### src/sf_defines.svh
////////////////////
// Address widths, SDRAM region offsets and PROM start
// Line and frame timer limits
////////////////////
`ifndef SF_DEFINES_SVH
`define SF_DEFINES_SVH

// SDRAM word address and slot address widths
`define SF_SDRAM_AW     22
`define SF_MAIN_AW      19
`define SF_SND_AW       15
`define SF_MAP_AW       16

// Region offsets in SDRAM words
`define SF_MAIN_OFFSET  22'h00_0000
`define SF_SND_OFFSET   22'h03_0000
`define SF_MAP_OFFSET   22'h05_4800
`define SF_OBJ_OFFSET   22'h13_6800

// Byte address of the first PROM byte
`define SF_PROM_START   25'h42_D000

// Horizontal timing, in clk24 cycles
`define SF_HB_START     9'h1C7
`define SF_HB_END       9'h04F
`define SF_HCNT_END     9'h1FF
`define SF_HS_START     9'h1F8
`define SF_HS_END       9'h020

// Vertical timing, in lines
`define SF_VB_START     9'h0F0
`define SF_VB_END       9'h010
`define SF_VCNT_END     9'h0FF
`define SF_VS_START     9'h0F8

`endif

### src/sdram_pkg.sv
////////////////////
// SDRAM address and data types
// Arbiter state encoding
////////////////////
`default_nettype none

`include "sf_defines.svh"

package sdram_pkg;

    // One SDRAM word address
    typedef logic [`SF_SDRAM_AW-1:0] sdram_addr_t;

    // Read data comes back as two 16-bit words
    typedef logic [31:0] sdram_data_t;

    typedef enum logic [1:0] {
        arb_idle,
        arb_req,
        arb_wait
    } arb_state_t;

endpackage

`default_nettype wire

### src/video_pkg.sv
////////////////////
// Horizontal and vertical count types
////////////////////
`default_nettype none

package video_pkg;

    typedef logic [8:0] hcount_t;
    typedef logic [8:0] vcount_t;

endpackage

`default_nettype wire
### src/line_timer.sv
////////////////////
// Line and frame counter with blanking and sync
////////////////////
`timescale 1ns/1ps
`default_nettype none

`include "sf_defines.svh"

module line_timer (
    input  wire                clk24,
    input  wire                reset,
    output logic               lhbl,
    output logic               lvbl,
    output logic               hs,
    output logic               vs,
    output video_pkg::hcount_t h,
    output video_pkg::vcount_t v
);

    video_pkg::hcount_t h_nxt;
    video_pkg::vcount_t v_nxt;

    always_comb begin
        h_nxt = h + 9'd1;
        v_nxt = v;
        if (h == `SF_HCNT_END) begin
            h_nxt = '0;
            v_nxt = (v == `SF_VCNT_END) ? '0 : v + 9'd1;
        end
    end

    // Windows are decoded from the next count so they line up with h and v
    always_ff @(posedge clk24) begin
        if (reset) begin
            h    <= '0;
            v    <= '0;
            lhbl <= 1'b0;
            lvbl <= 1'b0;
            // Position zero sits inside the sync pulse
            hs   <= 1'b1;
            vs   <= 1'b0;
        end else begin
            h    <= h_nxt;
            v    <= v_nxt;
            lhbl <= !(h_nxt >= `SF_HB_START || h_nxt < `SF_HB_END);
            lvbl <= !(v_nxt >= `SF_VB_START || v_nxt < `SF_VB_END);
            hs   <= h_nxt >= `SF_HS_START || h_nxt < `SF_HS_END;
            vs   <= v_nxt >= `SF_VS_START;
        end
    end

    a_v_range: assert property (@(posedge clk24) disable iff (reset)
        v <= `SF_VCNT_END);

endmodule

`default_nettype wire

### src/rom_loader.sv
////////////////////
// Download byte to masked SDRAM word write
////////////////////
`timescale 1ns/1ps
`default_nettype none

`include "sf_defines.svh"

module rom_loader (
    input  wire                      clk24,
    input  wire                      reset,
    input  wire                      downloading,
    input  wire  [24:0]              ioctl_addr,
    input  wire  [7:0]               ioctl_data,
    input  wire                      ioctl_wr,
    output sdram_pkg::sdram_addr_t   prog_addr,
    output logic [7:0]               prog_data,
    output logic [1:0]               prog_mask,
    output logic                     prog_we
);

    sdram_pkg::sdram_addr_t pre_addr;
    logic                   in_prom;
    logic                   in_obj;

    assign pre_addr = ioctl_addr[22:1];
    assign in_prom  = ioctl_addr >= `SF_PROM_START;
    assign in_obj   = (pre_addr >= `SF_OBJ_OFFSET) && !in_prom;

    always_ff @(posedge clk24) begin
        if (reset) begin
            prog_we <= 1'b0;
        end else begin
            prog_we <= downloading && ioctl_wr && !in_prom;
        end
    end

    // Object graphics get bit 5 moved down next to bit 0
    always_ff @(posedge clk24) begin
        if (downloading && ioctl_wr) begin
            prog_addr <= in_obj ? {pre_addr[21:6], pre_addr[4:1], pre_addr[5], pre_addr[0]}
                                : pre_addr;
            prog_data <= ioctl_data;
            // Even bytes land in the low half
            prog_mask <= ioctl_addr[0] ? 2'b01 : 2'b10;
        end
    end

    a_we_in_dwnld: assert property (@(posedge clk24) disable iff (reset)
        prog_we |-> downloading);

endmodule

`default_nettype wire

### src/rom_slot.sv
////////////////////
// Single cached SDRAM read slot
////////////////////
`timescale 1ns/1ps
`default_nettype none

module rom_slot #(
    parameter type                    payload_t = logic [15:0],
    parameter int                     AW        = 19,
    parameter sdram_pkg::sdram_addr_t OFFSET    = '0
) (
    input  wire                    clk24,
    input  wire                    reset,
    input  wire                    downloading,
    input  wire                    cs,
    input  wire  [AW-1:0]          addr,
    input  wire                    load,
    input  sdram_pkg::sdram_data_t data_read,
    output payload_t               dout,
    output logic                   ok,
    output logic                   req,
    output sdram_pkg::sdram_addr_t sdram_addr
);

    localparam int DW = $bits(payload_t);

    logic          valid;
    logic [AW-1:0] cached_addr;
    payload_t      fill;
    logic          hit;

    // Byte slots address bytes, the SDRAM holds 16-bit words
    generate
        if (DW == 8) begin : g_byte
            assign sdram_addr = OFFSET + sdram_pkg::sdram_addr_t'(addr[AW-1:1]);
            assign fill       = addr[0] ? data_read[15:8] : data_read[7:0];
        end else begin : g_word
            assign sdram_addr = OFFSET + sdram_pkg::sdram_addr_t'(addr);
            assign fill       = data_read[DW-1:0];
        end
    endgenerate

    assign hit = valid && (cached_addr == addr);
    assign ok  = cs && hit;
    assign req = cs && !hit;

    always_ff @(posedge clk24) begin
        if (reset || downloading) begin
            valid <= 1'b0;
        end else if (load) begin
            valid <= 1'b1;
        end
    end

    always_ff @(posedge clk24) begin
        if (load) begin
            cached_addr <= addr;
            dout        <= fill;
        end
    end

endmodule

`default_nettype wire

### src/sdram_arbiter.sv
////////////////////
// Fixed priority read arbiter for three slots
////////////////////
`timescale 1ns/1ps
`default_nettype none

module sdram_arbiter (
    input  wire                    clk24,
    input  wire                    reset,
    input  wire                    downloading,
    input  wire                    sdram_ack,
    input  wire                    data_rdy,
    input  wire  [2:0]             slot_req,
    input  sdram_pkg::sdram_addr_t slot_addr0,
    input  sdram_pkg::sdram_addr_t slot_addr1,
    input  sdram_pkg::sdram_addr_t slot_addr2,
    output logic [2:0]             slot_load,
    output logic                   sdram_req,
    output sdram_pkg::sdram_addr_t sdram_addr
);

    sdram_pkg::arb_state_t  state;
    logic [1:0]             gnt;
    logic [1:0]             sel;
    sdram_pkg::sdram_addr_t sel_addr;

    // Main first, then sound, then map
    always_comb begin
        if (slot_req[0]) begin
            sel      = 2'd0;
            sel_addr = slot_addr0;
        end else if (slot_req[1]) begin
            sel      = 2'd1;
            sel_addr = slot_addr1;
        end else begin
            sel      = 2'd2;
            sel_addr = slot_addr2;
        end
    end

    // Load fires with data_rdy so the slot is filled before idle looks again
    always_comb begin
        slot_load = 3'b000;
        if (state == sdram_pkg::arb_wait && data_rdy) begin
            slot_load[gnt] = 1'b1;
        end
    end

    ////////////////////
    // State machine
    always_ff @(posedge clk24) begin
        if (reset) begin
            state     <= sdram_pkg::arb_idle;
            sdram_req <= 1'b0;
            gnt       <= 2'd0;
        end else begin
            case (state)
                sdram_pkg::arb_idle: begin
                    if (!downloading && |slot_req) begin
                        gnt       <= sel;
                        sdram_req <= 1'b1;
                        state     <= sdram_pkg::arb_req;
                    end
                end
                sdram_pkg::arb_req: begin
                    if (sdram_ack) begin
                        sdram_req <= 1'b0;
                        state     <= sdram_pkg::arb_wait;
                    end
                end
                sdram_pkg::arb_wait: begin
                    if (data_rdy) begin
                        state <= sdram_pkg::arb_idle;
                    end
                end
                default: begin
                    state     <= sdram_pkg::arb_idle;
                    sdram_req <= 1'b0;
                end
            endcase
        end
    end

    // Address is held for the whole access
    always_ff @(posedge clk24) begin
        if (state == sdram_pkg::arb_idle && !downloading && |slot_req) begin
            sdram_addr <= sel_addr;
        end
    end

    // The SDRAM may only acknowledge a pending request
    a_ack_on_req: assert property (@(posedge clk24) disable iff (reset)
        sdram_ack |-> sdram_req);

endmodule

`default_nettype wire

### src/sf_rom_system.sv
////////////////////
// ROM memory side: timer, loader, read slots and arbiter
////////////////////
`timescale 1ns/1ps
`default_nettype none

`include "sf_defines.svh"

module sf_rom_system (
    input  wire                      clk24,
    input  wire                      reset,
    input  wire                      downloading,
    // Download port
    input  wire  [24:0]              ioctl_addr,
    input  wire  [7:0]               ioctl_data,
    input  wire                      ioctl_wr,
    output sdram_pkg::sdram_addr_t   prog_addr,
    output logic [7:0]               prog_data,
    output logic [1:0]               prog_mask,
    output logic                     prog_we,
    // Requesters
    input  wire                      main_cs,
    input  wire  [`SF_MAIN_AW-1:0]   main_addr,
    output logic [15:0]              main_data,
    output logic                     main_ok,
    input  wire                      snd_cs,
    input  wire  [`SF_SND_AW-1:0]    snd_addr,
    output logic [7:0]               snd_data,
    output logic                     snd_ok,
    input  wire                      map_cs,
    input  wire  [`SF_MAP_AW-1:0]    map_addr,
    output logic [31:0]              map_data,
    output logic                     map_ok,
    // SDRAM
    output logic                     sdram_req,
    output sdram_pkg::sdram_addr_t   sdram_addr,
    input  wire                      sdram_ack,
    input  wire                      data_rdy,
    input  sdram_pkg::sdram_data_t   data_read,
    // Video timing
    output logic                     lhbl,
    output logic                     lvbl,
    output logic                     hs,
    output logic                     vs
);

    logic [2:0]             slot_req;
    logic [2:0]             slot_load;
    sdram_pkg::sdram_addr_t main_sdram_addr;
    sdram_pkg::sdram_addr_t snd_sdram_addr;
    sdram_pkg::sdram_addr_t map_sdram_addr;
    logic                   map_cs_gated;
    logic [31:0]            map_raw;

    // Map reads only outside vertical blank
    assign map_cs_gated = map_cs & lvbl;
    assign map_data     = {map_raw[15:0], map_raw[31:16]};

    line_timer u_timer (
        .clk24 (clk24), .reset (reset),
        .lhbl  (lhbl),  .lvbl  (lvbl), .hs (hs), .vs (vs),
        .h     (),      .v     ()
    );

    rom_loader u_loader (
        .clk24      (clk24),      .reset      (reset),      .downloading (downloading),
        .ioctl_addr (ioctl_addr), .ioctl_data (ioctl_data), .ioctl_wr    (ioctl_wr),
        .prog_addr  (prog_addr),  .prog_data  (prog_data),  .prog_mask   (prog_mask),
        .prog_we    (prog_we)
    );

    ////////////////////
    // Read slots
    rom_slot #(.payload_t (logic [15:0]), .AW (`SF_MAIN_AW), .OFFSET (`SF_MAIN_OFFSET)) u_main (
        .clk24 (clk24), .reset (reset), .downloading (downloading),
        .cs (main_cs), .addr (main_addr), .load (slot_load[0]), .data_read (data_read),
        .dout (main_data), .ok (main_ok), .req (slot_req[0]), .sdram_addr (main_sdram_addr)
    );

    rom_slot #(.payload_t (logic [7:0]), .AW (`SF_SND_AW), .OFFSET (`SF_SND_OFFSET)) u_snd (
        .clk24 (clk24), .reset (reset), .downloading (downloading),
        .cs (snd_cs), .addr (snd_addr), .load (slot_load[1]), .data_read (data_read),
        .dout (snd_data), .ok (snd_ok), .req (slot_req[1]), .sdram_addr (snd_sdram_addr)
    );

    rom_slot #(.payload_t (logic [31:0]), .AW (`SF_MAP_AW), .OFFSET (`SF_MAP_OFFSET)) u_map (
        .clk24 (clk24), .reset (reset), .downloading (downloading),
        .cs (map_cs_gated), .addr (map_addr), .load (slot_load[2]), .data_read (data_read),
        .dout (map_raw), .ok (map_ok), .req (slot_req[2]), .sdram_addr (map_sdram_addr)
    );

    sdram_arbiter u_arb (
        .clk24      (clk24),           .reset      (reset),          .downloading (downloading),
        .sdram_ack  (sdram_ack),       .data_rdy   (data_rdy),       .slot_req    (slot_req),
        .slot_addr0 (main_sdram_addr), .slot_addr1 (snd_sdram_addr), .slot_addr2  (map_sdram_addr),
        .slot_load  (slot_load),       .sdram_req  (sdram_req),      .sdram_addr  (sdram_addr)
    );

endmodule

`default_nettype wire

### config.mk
export PLATFORM = sky130hd
export DESIGN_NAME = sf_rom_system
export DESIGN_NICKNAME = d
export VERILOG_FILES = /design/src/sdram_pkg.sv /design/src/video_pkg.sv /design/src/line_timer.sv /design/src/rom_loader.sv /design/src/rom_slot.sv /design/src/sdram_arbiter.sv /design/src/sf_rom_system.sv
export VERILOG_INCLUDE_DIRS = /design/src
export SDC_FILE = /design/constraint.sdc
export NUM_CORES = 1
export LEC_CHECK = 0
export ABC_AREA = 1
export BUFFER_PORTS_ARGS = -buffer_cell sky130_fd_sc_hd__buf_2
export CAP_MARGIN = 20
export CORE_ASPECT_RATIO = 0.6
export CORE_MARGIN = 2
export CORE_UTILIZATION = 37
export DETAILED_ROUTE_END_ITERATION = 10
export MAX_ROUTING_LAYER = met4
export SYNTH_ARGS = -nofsm -noshare
export SYNTH_HDL_FRONTEND = slang
export SYNTH_SLANG_ARGS = --single-unit
### constraint.sdc
create_clock -name clk24 -period 6 [get_ports clk24]
set_input_delay 0.3 -clock clk24 [delete_from_list [all_inputs] [get_ports clk24]]
set_output_delay 0.3 -clock clk24 [all_outputs]
set_load 0.01 [all_outputs]
Word-level counts from Yosys, hierarchy flattened
Index checks and enable logic that the tools add are counted.
{"block": "op_classes", "add_sub_neg": 4, "magnitude_cmp": 11, "eq_ne": 10, "mux": 20, "n_bitwise": 2, "n_reduce_logical": 33}
{"op": "$mux 9", "count": 3}
{"op": "$ge 25x23->1 const B", "count": 1}
{"op": "$ge 22x21->1 const B", "count": 1}
{"op": "$add 19x16->20 const A", "count": 1}
{"op": "$mux 20", "count": 1}
{"op": "$add 18x14->19 const A", "count": 1}
{"op": "$eq 19x19->1", "count": 1}
{"op": "$mux 19", "count": 1}
{"op": "$add 9x1->9 const B", "count": 2}
{"op": "$ge 9x8->1 const B", "count": 2}
{"op": "$ge 9x9->1 const B", "count": 2}
{"op": "$logic_and 1x1->1", "count": 17}
{"op": "$eq 16x16->1", "count": 1}
{"op": "$eq 15x15->1", "count": 1}
{"op": "$mux 2", "count": 6}
{"op": "$eq 9x8->1 const B", "count": 1}
{"op": "$eq 9x9->1 const B", "count": 1}
{"op": "$lt 9x5->1 const B", "count": 1}
{"op": "$lt 9x6->1 const B", "count": 1}
{"op": "$lt 9x7->1 const B", "count": 1}
{"op": "$mux 8", "count": 1}
{"op": "$logic_not 1->1", "count": 7}
{"op": "$mux 6", "count": 1}
{"op": "$pmux 2 s3", "count": 1}
{"op": "17 further kinds", "count": 24}
{"block": "totals", "register_bits": 189, "input_bits": 124, "output_inout_bits": 119, "elab_cells": 104}

Longest topological paths before layout
Gate-level depths: netlist of run 1.
{"block": "depth", "ltp_word": 8, "ltp_mapped": 20, "ltp_nobuf": 19}

Hierarchy
Synthesis of run 1 repeated with hierarchy kept, for this count alone.
{"block": "hier_totals", "hier_cells": 971, "hier_area_um2": 8999.9}
{"mod": "rom_slot at u_map", "n_inst": 1, "cells_each": 199, "area_per_inst_um2": 2145.8, "seq_area_each_um2": 1461.4}
{"mod": "rom_slot at u_main", "n_inst": 1, "cells_each": 192, "area_per_inst_um2": 1754.2, "seq_area_each_um2": 1071.0}
{"mod": "rom_slot at u_snd", "n_inst": 1, "cells_each": 163, "area_per_inst_um2": 1337.5, "seq_area_each_um2": 710.7}
{"mod": "sdram_arbiter", "n_inst": 1, "cells_each": 157, "area_per_inst_um2": 1317.5, "seq_area_each_um2": 760.7}
{"mod": "rom_loader", "n_inst": 1, "cells_each": 92, "area_per_inst_um2": 1255.0, "seq_area_each_um2": 980.9}
{"mod": "line_timer", "n_inst": 1, "cells_each": 166, "area_per_inst_um2": 1182.4, "seq_area_each_um2": 440.4}
{"mod": "sf_rom_system", "n_inst": 1, "cells_each": 2, "area_per_inst_um2": 7.5, "seq_area_each_um2": 0.0}

Least setup slack after synthesis of run 1
OpenSTA, ideal clock, no wires.
{"block": "synth_timing", "path_kind": "register to register", "start": "register u_arb.state[1]", "end": "register u_map.cached_addr[0] (enable)", "setup_time_ns": 0.515, "arrival_ns": 3.916, "t_required_ns": 5.485, "slack_ns": 1.568, "path_stages_with_launch": 5, "n_path_buf": 0, "period_less_slack_ns": 4.432, "cell_sequence": "dfxtp_1 > inv_1 > nor2_1 > nand2_1 > nor3_1"}
{"block": "synth_between", "elab_chain_cells": 3}
{"item": "from (decl)", "line_no": "sdram_arbiter.sv:22", "text": "sdram_pkg::arb_state_t state;"}
{"item": "from (signal assigned)", "line_no": "sdram_arbiter.sv:53", "text": "state <= sdram_pkg::arb_idle;"}
{"item": "from (signal assigned)", "line_no": "sdram_arbiter.sv:62", "text": "state <= sdram_pkg::arb_req;"}
{"item": "from (signal assigned)", "line_no": "sdram_arbiter.sv:68", "text": "state <= sdram_pkg::arb_wait;"}
{"item": "$eq 2x2->1", "line_no": "sdram_arbiter.sv:44", "text": "if (state == sdram_pkg::arb_wait && data_rdy) begin"}
{"item": "$logic_and 1x1->1", "line_no": "sdram_arbiter.sv:44"}
{"item": "$mux 3", "line_no": "sdram_arbiter.sv:44"}
{"item": "net u_map.load", "line_no": "rom_slot.sv:17", "text": "input wire load,"}
{"item": "to (signal assigned)", "line_no": "rom_slot.sv:57", "text": "cached_addr <= addr;"}
{"item": "to (decl)", "line_no": "rom_slot.sv:28", "text": "logic [AW-1:0] cached_addr;"}
The timed path passes the listed nets, and every way through them passes these cells.
A chain may end at the register's enable or synchronous reset.

Worst setup path in the final report of run 1
{"block": "layout_timing", "start": "register u_timer.h[0]", "end": "register u_timer.lvbl"}
{"block": "layout_between", "elab_chain_cells": 5, "word_cells_on_any_way": 6, "classes_between": "2 x order compare; 1 x eq/ne; 1 x mux; 2 x reduce/logical"}
{"item": "from (decl)", "line_no": "line_timer.sv:16", "text": "output video_pkg::hcount_t h,"}
{"item": "from (signal assigned)", "line_no": "line_timer.sv:43", "text": "h <= h_nxt;"}
{"item": "$eq 9x9->1 (no source line) *"}
{"item": "$mux 9 *", "line_no": "line_timer.sv:26", "text": "if (h == `SF_HCNT_END) begin"}
{"item": "$ge 9x8->1 (no source line) or $lt 9x5->1 (tied branches)"}
{"item": "$logic_or 1x1->1 (no source line) *"}
{"item": "$logic_not 1->1 *", "line_no": "line_timer.sv:46", "text": "lvbl <= !(v_nxt >= `SF_VB_START || v_nxt < `SF_VB_END);"}
{"item": "to (signal assigned)", "line_no": "line_timer.sv:46"}
{"item": "to (decl)", "line_no": "line_timer.sv:13", "text": "output logic lvbl,"}
Every way passes the cells marked *; elsewhere a longest branch is shown, timed or not.

==> qor.yml, run 1 <==
drt:
  vias: 5713
  wl_per_cell_um: 15.7
  drc_errors: 0
  routed_via_density: 4.49
  ant_nets: 0
  initialDrtViolationCount: 353
  routed_wl_um: 20000
  firstDrtPassIters: 7
critical_path:
  rr_worst_depth: 18
  critPathLaunchType: "flop"
  cp_common_cell: "nand2_1"
  regToRegSetupSlack_ns: 3.31
  arrival_ns: 3.02
  crit_chain: "ha_1, nand2_1, inv_1, nand2_1, nor2_1, nand3_1, nor2_1, ha_1, inv_2, nor2_1, nand2_1, nor3_2, xor2_1, inv_1, nor3_1, nand2_1, nand2_1, nor2_1"
  critical-path-top-delay-family: "simple AND/OR/NAND/NOR gates"
  cp_num_buf_inv: 3
  critPathMaxStageDelay_ns: 0.42
  critPathCaptureType: "flop"
  r2r-end: "u_timer.lvbl"
  required_ns: 6.33
  worstSetupPathType: "reg -> reg"
  crit_fanout: 11
  crit_slowest_cell: "ha_1"
  reg2reg_from: "u_timer.h[0]"
floorplanning:
  rows: 41
  die_h_um: 117
  die_w_um: 193
  ios: 243
  dieArea_mm2: 0.0226
  coreArea_mm2: 0.0210
  floorplan.initialDensity: 0.377
placed_design:
  dp_cells: 1238
  io_buffers: 239
  placed_area_mm2: 0.00943
  hpwlAfterDp_um: 15200
  routabilityCongestion: 0.846
final_layout:
  final_layout_size_suffix_gt1_frac: 0.328
  regArea_mm2: 0.00534
  num-fill-cells: 1964
  area_delta_synth_final_pct: 27.0
  multiInputGateArea_mm2: 0.00212
  final_nets: 1107
  mostFrequentLayoutCell: "buf_2"
  final_area_mm2: 0.0100
  final-instance-count-excl-fill: 1272
  layout_common_cells: "buf_2 (239), nand2_1 (178), edfxtp_1 (157)"
yosys:
  ys_ff_latch: 188
  postSynthCellCount: 724
  syn_area_per_cell_um2: 10.9
  yosysSeqAreaShare: 0.674
  ys_types: 42
  ys_warn_count: 0
  synth.cell_area_mm2: 0.00791
timing:
  max_slew_margin: 0.306
  finalMaxSlewViolations: 0
  fin_crit_ns: 2.69
  fin_crit_sh: 0.449
  clock.fmax_mhz: 371
  hold_viol_final: 0
  setup_violations: 0
  worstMarginPinSlew_ns: 1.04
  whs_ns: 0.0405
  setup-tns-final_ns: 0
  fin_skew_ns: 0.0133
  grt_setup_unrepaired: "no"
cts:
  cts_inserted_buffers: 17
  ctsHoldBuffers: 0
  path_clk_slew_ns: 0.07
  cts_tree: "done"
  clkSinkCount: 188
  ctsResizeCount: 0
  insertion_delay_ns: 0.43
  htree_levels: 4
  cts-root-buf: "clkbuf_16"
  clockBufferDepth: 2
  postCtsSetupRepairBufs: 0
hold_path:
  holdCritStartpoint: "ioctl_data[3]"
  hold_end: "u_loader.prog_data[3]"
  hold_path_class: "in -> reg"
  holdPathStages: 1
power_and_ir_drop:
  total_power_mw: 2.86
  peakVddDrop_mv: 0.191
  power.leakage_nw: 4.42
  cellPowerDensity_mw_per_mm2: 285
grt:
  antenna_found_initial: 1
  grt_max_degree: 50
  grt_usage: 0.181
  grt.overflow.total: 0
  grt_pass1_vias: 5098
  grt_pass1_wl_um: 29000
status:
  status: "completed"
job:
  cap_viol_max_count: 0
[area by class of cell]
type / instances / area share
inverters: 105 / 0.0395
flip-flops and latches: 188 / 0.531
well taps: 279 / 0.0348
clock inverters: 11 / 0.0167
multi-input cells: 423 / 0.212
diodes: 2 / 0.000498
repair buffers: 243 / 0.122
clock buffers: 21 / 0.0438
[Yosys cell counts, drive strengths merged]
master	n	share of area
a21o	1	0.00095
a21oi	14	0.0089
conb	1	0.00047
nor4	1	0.00079
or2	1	0.00079
nor2	96	0.049
xor2	4	0.0044
nand3	34	0.025
buf	8	0.0089
a31oi	1	0.00079
nand2	194	0.098
nor3	11	0.0076
a211oi	1	0.0016
a21boi	1	0.00095
nand4	5	0.0040
mux2	8	0.011
o2111ai	1	0.0011
a22oi	1	0.0016
o21ai	16	0.010
o22ai	4	0.0032
dfxtp	31	0.078
ha	5	0.0079
clkbuf	2	0.00095
clkinv	1	0.00047
o21bai	1	0.00095
xnor2	9	0.010
o21a	1	0.00095
inv	104	0.050
o211ai	10	0.015
edfxtp	157	0.60
[per-layer routing]
layer / vias to the layer above / GRT usage / part of all wire
met5: - / - / 0
met4: 0 / 0.0473 / 0.0069
met3: 9 / 0.0474 / 0.067
met2: 156 / 0.235 / 0.40
met1: 2652 / 0.275 / 0.52
li1: 2896 / - / -
[logic make-up after synthesis]
logic type,after synthesis,share of synthesized area
other cells,1,0.000474
buf+inv,115,0.0599
simple gates,342,0.185
flops,188,0.674
mux,8,0.0114
fa+ha+maj,5,0.00791
compound gates,52,0.0462
xor+xnor,13,0.0144
[stage by stage]
step            util  worst slack, ns
6_report       0.479             3.31
5_1_grt        0.479             2.93
4_1_cts        0.479             3.28
3_5_place_dp   0.450             3.30
3_3_place_gp   0.450             3.37
2_1_floorplan      -             1.57
[how the worst max path moves through the flow]
stage,startpoint,end,slack [ns],depth (start not counted)
after CTS,u_timer.h[0],u_timer.lvbl,3.28,18
after detailed placement,u_timer.h[0],u_timer.lvbl,3.30,18
final,u_timer.h[0],u_timer.lvbl,3.31,18
after global placement,u_timer.h[0],u_timer.lvbl,3.37,18
after floorplan,u_arb.state[1],u_map.cached_addr[0],1.57,4
after global routing,u_timer.h[0],u_timer.vs,2.93,17
[where the power goes]
| part | internal (mW) | leakage (nW) | switching [mW] | total (mW) |
|---|---|---|---|---|
| combinational | 0.0823 | 2.45 | 0.132 | 0.215 |
| sequential | 1.45 | 1.69 | 0.0113 | 1.46 |
| clock | 0.698 | 0.283 | 0.487 | 1.19 |
| total | 2.23 | 4.42 | 0.631 | 2.86 |
[registers in the layout, indices dropped and copies added, names as in the netlist, 2 cells and up]
| register | flops |
|---|---|
| u_loader.prog_mask | 2 |
| u_snd.dout | 8 |
| u_timer.h | 9 |
| u_map.cached_addr | 16 |
| u_loader.prog_data | 8 |
| u_loader.prog_addr | 22 |
| u_map.dout | 32 |
| u_timer.v | 9 |
| u_snd.cached_addr | 15 |
| u_main.dout | 16 |
| u_arb.gnt | 2 |
| u_arb.state | 2 |
| u_main.cached_addr | 19 |
| u_arb.sdram_addr | 19 |
No activity file was read; power rests on OpenSTA's default activity.
==> inputs of run 2 (changes only) <==
Clock period 6 ns to 2.25 ns, I/O delays scaled along.
==> qor.yml, run 2 (synthesis results as in run 1) <==
placed_design:
  hpwlAfterDp_um: 14900  # -1.7%
  io_buffers: 239  # unchanged
  post-place-ws_ns: -0.0772  # -3.38 ns
  routabilityCongestion: 0.886  # +4.6%
final_layout:
  largest_reg_flops: 32  # unchanged
  final_layout_size_suffix_gt1_frac: 0.326  # -0.00229
  mostFrequentLayoutCell: "buf_2"
  reg_top3: "u_map.dout: 32 flops, u_loader.prog_addr: 22 flops"
  area_delta_synth_final_pct: 46.1
  diodes: 0  # -2
  final_nets: 1247  # +13%
  layout_common_cells: "buf_2 (239), nand2_1 (173), edfxtp_1 (157)"
  regMostFlops: "u_map.dout"
  post-route-util: 0.551  # +0.0723
critical_path:
  worstSetupPathType: "reg -> reg"
  arrival_ns: 2.53  # -0.49 ns
  required_ns: 2.58  # -3.75 ns
  crit_fanout: 4  # -7
  critPathLaunchType: "flop"
  critPathCaptureType: "flop"
floorplanning:
  die_h_um: 117  # unchanged
  dieArea_mm2: 0.0226  # unchanged
  coreArea_mm2: 0.0210  # unchanged
  rows: 41  # unchanged
  die_w_um: 193  # unchanged
  floorplan.initialDensity: 0.377  # unchanged
  ios: 243  # unchanged
drt:
  wl_per_cell_um: 14.9  # -5.1%
  initialDrtViolationCount: 461  # +31%
  ant_nets: 0  # unchanged
  firstDrtPassIters: 5  # -2
  routed_via_density: 4.46  # -0.61%
  routed_wl_um: 21000  # +5.1%
  drc_errors: 0  # unchanged
  vias: 6290  # +10%
timing:
  fin_crit_ns: 2.20  # -0.490 ns
  setup-tns-final_ns: 0  # unchanged
  whs_ns: 0.0407  # +0.000107 ns
  layout_setup_ws_ns: 0.0480  # -3.26 ns
  hold_viol_final: 0  # unchanged
  grt_setup_unrepaired: "yes"
  fin_crit_sh: 0.979  # +0.530
  setup_violations: 0  # unchanged
  clock.fmax_mhz: 454  # +22%
  finalMaxSlewViolations: 0  # unchanged
  fin_skew_ns: 0.0127  # -0.000590 ns
cts:
  cts_inserted_buffers: 17  # unchanged
  cts-root-buf: "clkbuf_16"
  htree_levels: 4  # unchanged
  insertion_delay_ns: 0.43  # about the same
  clockBufferDepth: 2  # unchanged
  cts_tree: "done"
  clkSinkCount: 188  # unchanged
  path_clk_slew_ns: 0.07  # about the same
grt:
  grt_pass1_wl_um: 30800  # +6.3%
  grt_max_degree: 50  # unchanged
  grt_usage: 0.189  # +0.00770
  antenna_found_initial: 0  # -1
  grt_pass1_vias: 5709  # +12%
  grt.overflow.total: 0  # unchanged
power_and_ir_drop:
  peakVddDrop_mv: 0.539  # +180%
  total_power_mw: 7.81  # +170%
  power.leakage_nw: 5.06  # +15%
  cellPowerDensity_mw_per_mm2: 675  # +140%
status:
  status: "completed"
hold_path:
  hold_path_class: "in -> reg"
job:
  cap_viol_max_count: 0  # unchanged
-- run 2: changes by cell type in the layout (fill, tap and decap cells not counted), sizes merged --
cell         change
dlygate4sd3    +117
diode            -2
clkbuf           -3
buf             +23
clkinv           +4
clkinvlp         -2
-- run 2: power by group --
group	internal, mW	leakage [nW]	total [mW]	switching, mW
Clock	1.84	0.292	3.13	1.28
Combinational	0.381	3.08	0.776	0.395
Sequential	3.87	1.69	3.91	0.0346
-- run 2: per-stage QoR --
| stage | area [um^2] | cells |
|---|---|---|
| 3_5_place_dp | 9640 | 1256 |
| 4_1_cts | 11400 | 1404 |
| 6_report | 11600 | 1409 |
| 5_1_grt | 11600 | 1409 |
| 2_1_floorplan | 7940 | 726 |
| 3_3_place_gp | 9640 | 1256 |
-- run 2: cell type report --
class / count / area, um^2
fill: 1828 / 9420
sequential: 188 / 5340
timing repair buffer: 383 / 2620
multi-input combinational: 423 / 2250
clock buffer: 18 / 429
inverter: 105 / 399
tap: 279 / 349
clock inverter: 13 / 175
-- run 2: layer usage --
layer / up-vias / part of all wire / GRT usage
li1: 3176 / - / -
met1: 2888 / 0.51 / 0.281
met2: 208 / 0.42 / 0.261
met3: 18 / 0.059 / 0.0382
met4: 0 / 0.013 / 0.0509
met5: - / 0 / -
-- run 2: critical path, cell delays in order, from the launching register on --
cell	delay, ns
dfxtp_2	0.35
ha_4	0.14
nand2_2	0.05
inv_2	0.07
nand2_4	0.05
nor2_4	0.11
nand3_2	0.10
nor2_4	0.14
ha_4	0.17
nand2_2	0.08
nor2_4	0.10
nand2_2	0.07
inv_2	0.08
nand3_4	0.08
nor2_2	0.13
o22ai_2	0.08
nor2_2	0.14
nand2_1	0.08
nand2_1	0.06
nor2_1	0.04
-- run 2: timing repair --
action,4_1_cts,5_1_grt
endpoints found under the hold margin,141,0
resized for setup,4,25
setup buffers,0,5
cloned,0,0
hold buffers,117,0
pin swaps,1,14
endpoints found under the setup margin,2,9
-- run 2: final timing paths --
| path | end | cells after the start | start | slack [ns] |
|---|---|---|---|---|
| worst max-delay path | u_timer.lvbl | 19 | u_timer.h[0] | 0.05 |
| worst min-delay path | u_main.valid | 3 | downloading | 0.04 |
| worst max register to register | u_timer.lvbl | 19 | u_timer.h[0] | 0.05 |
| worst min register to register | u_arb.sdram_req | 2 | u_arb.sdram_req | 0.46 |
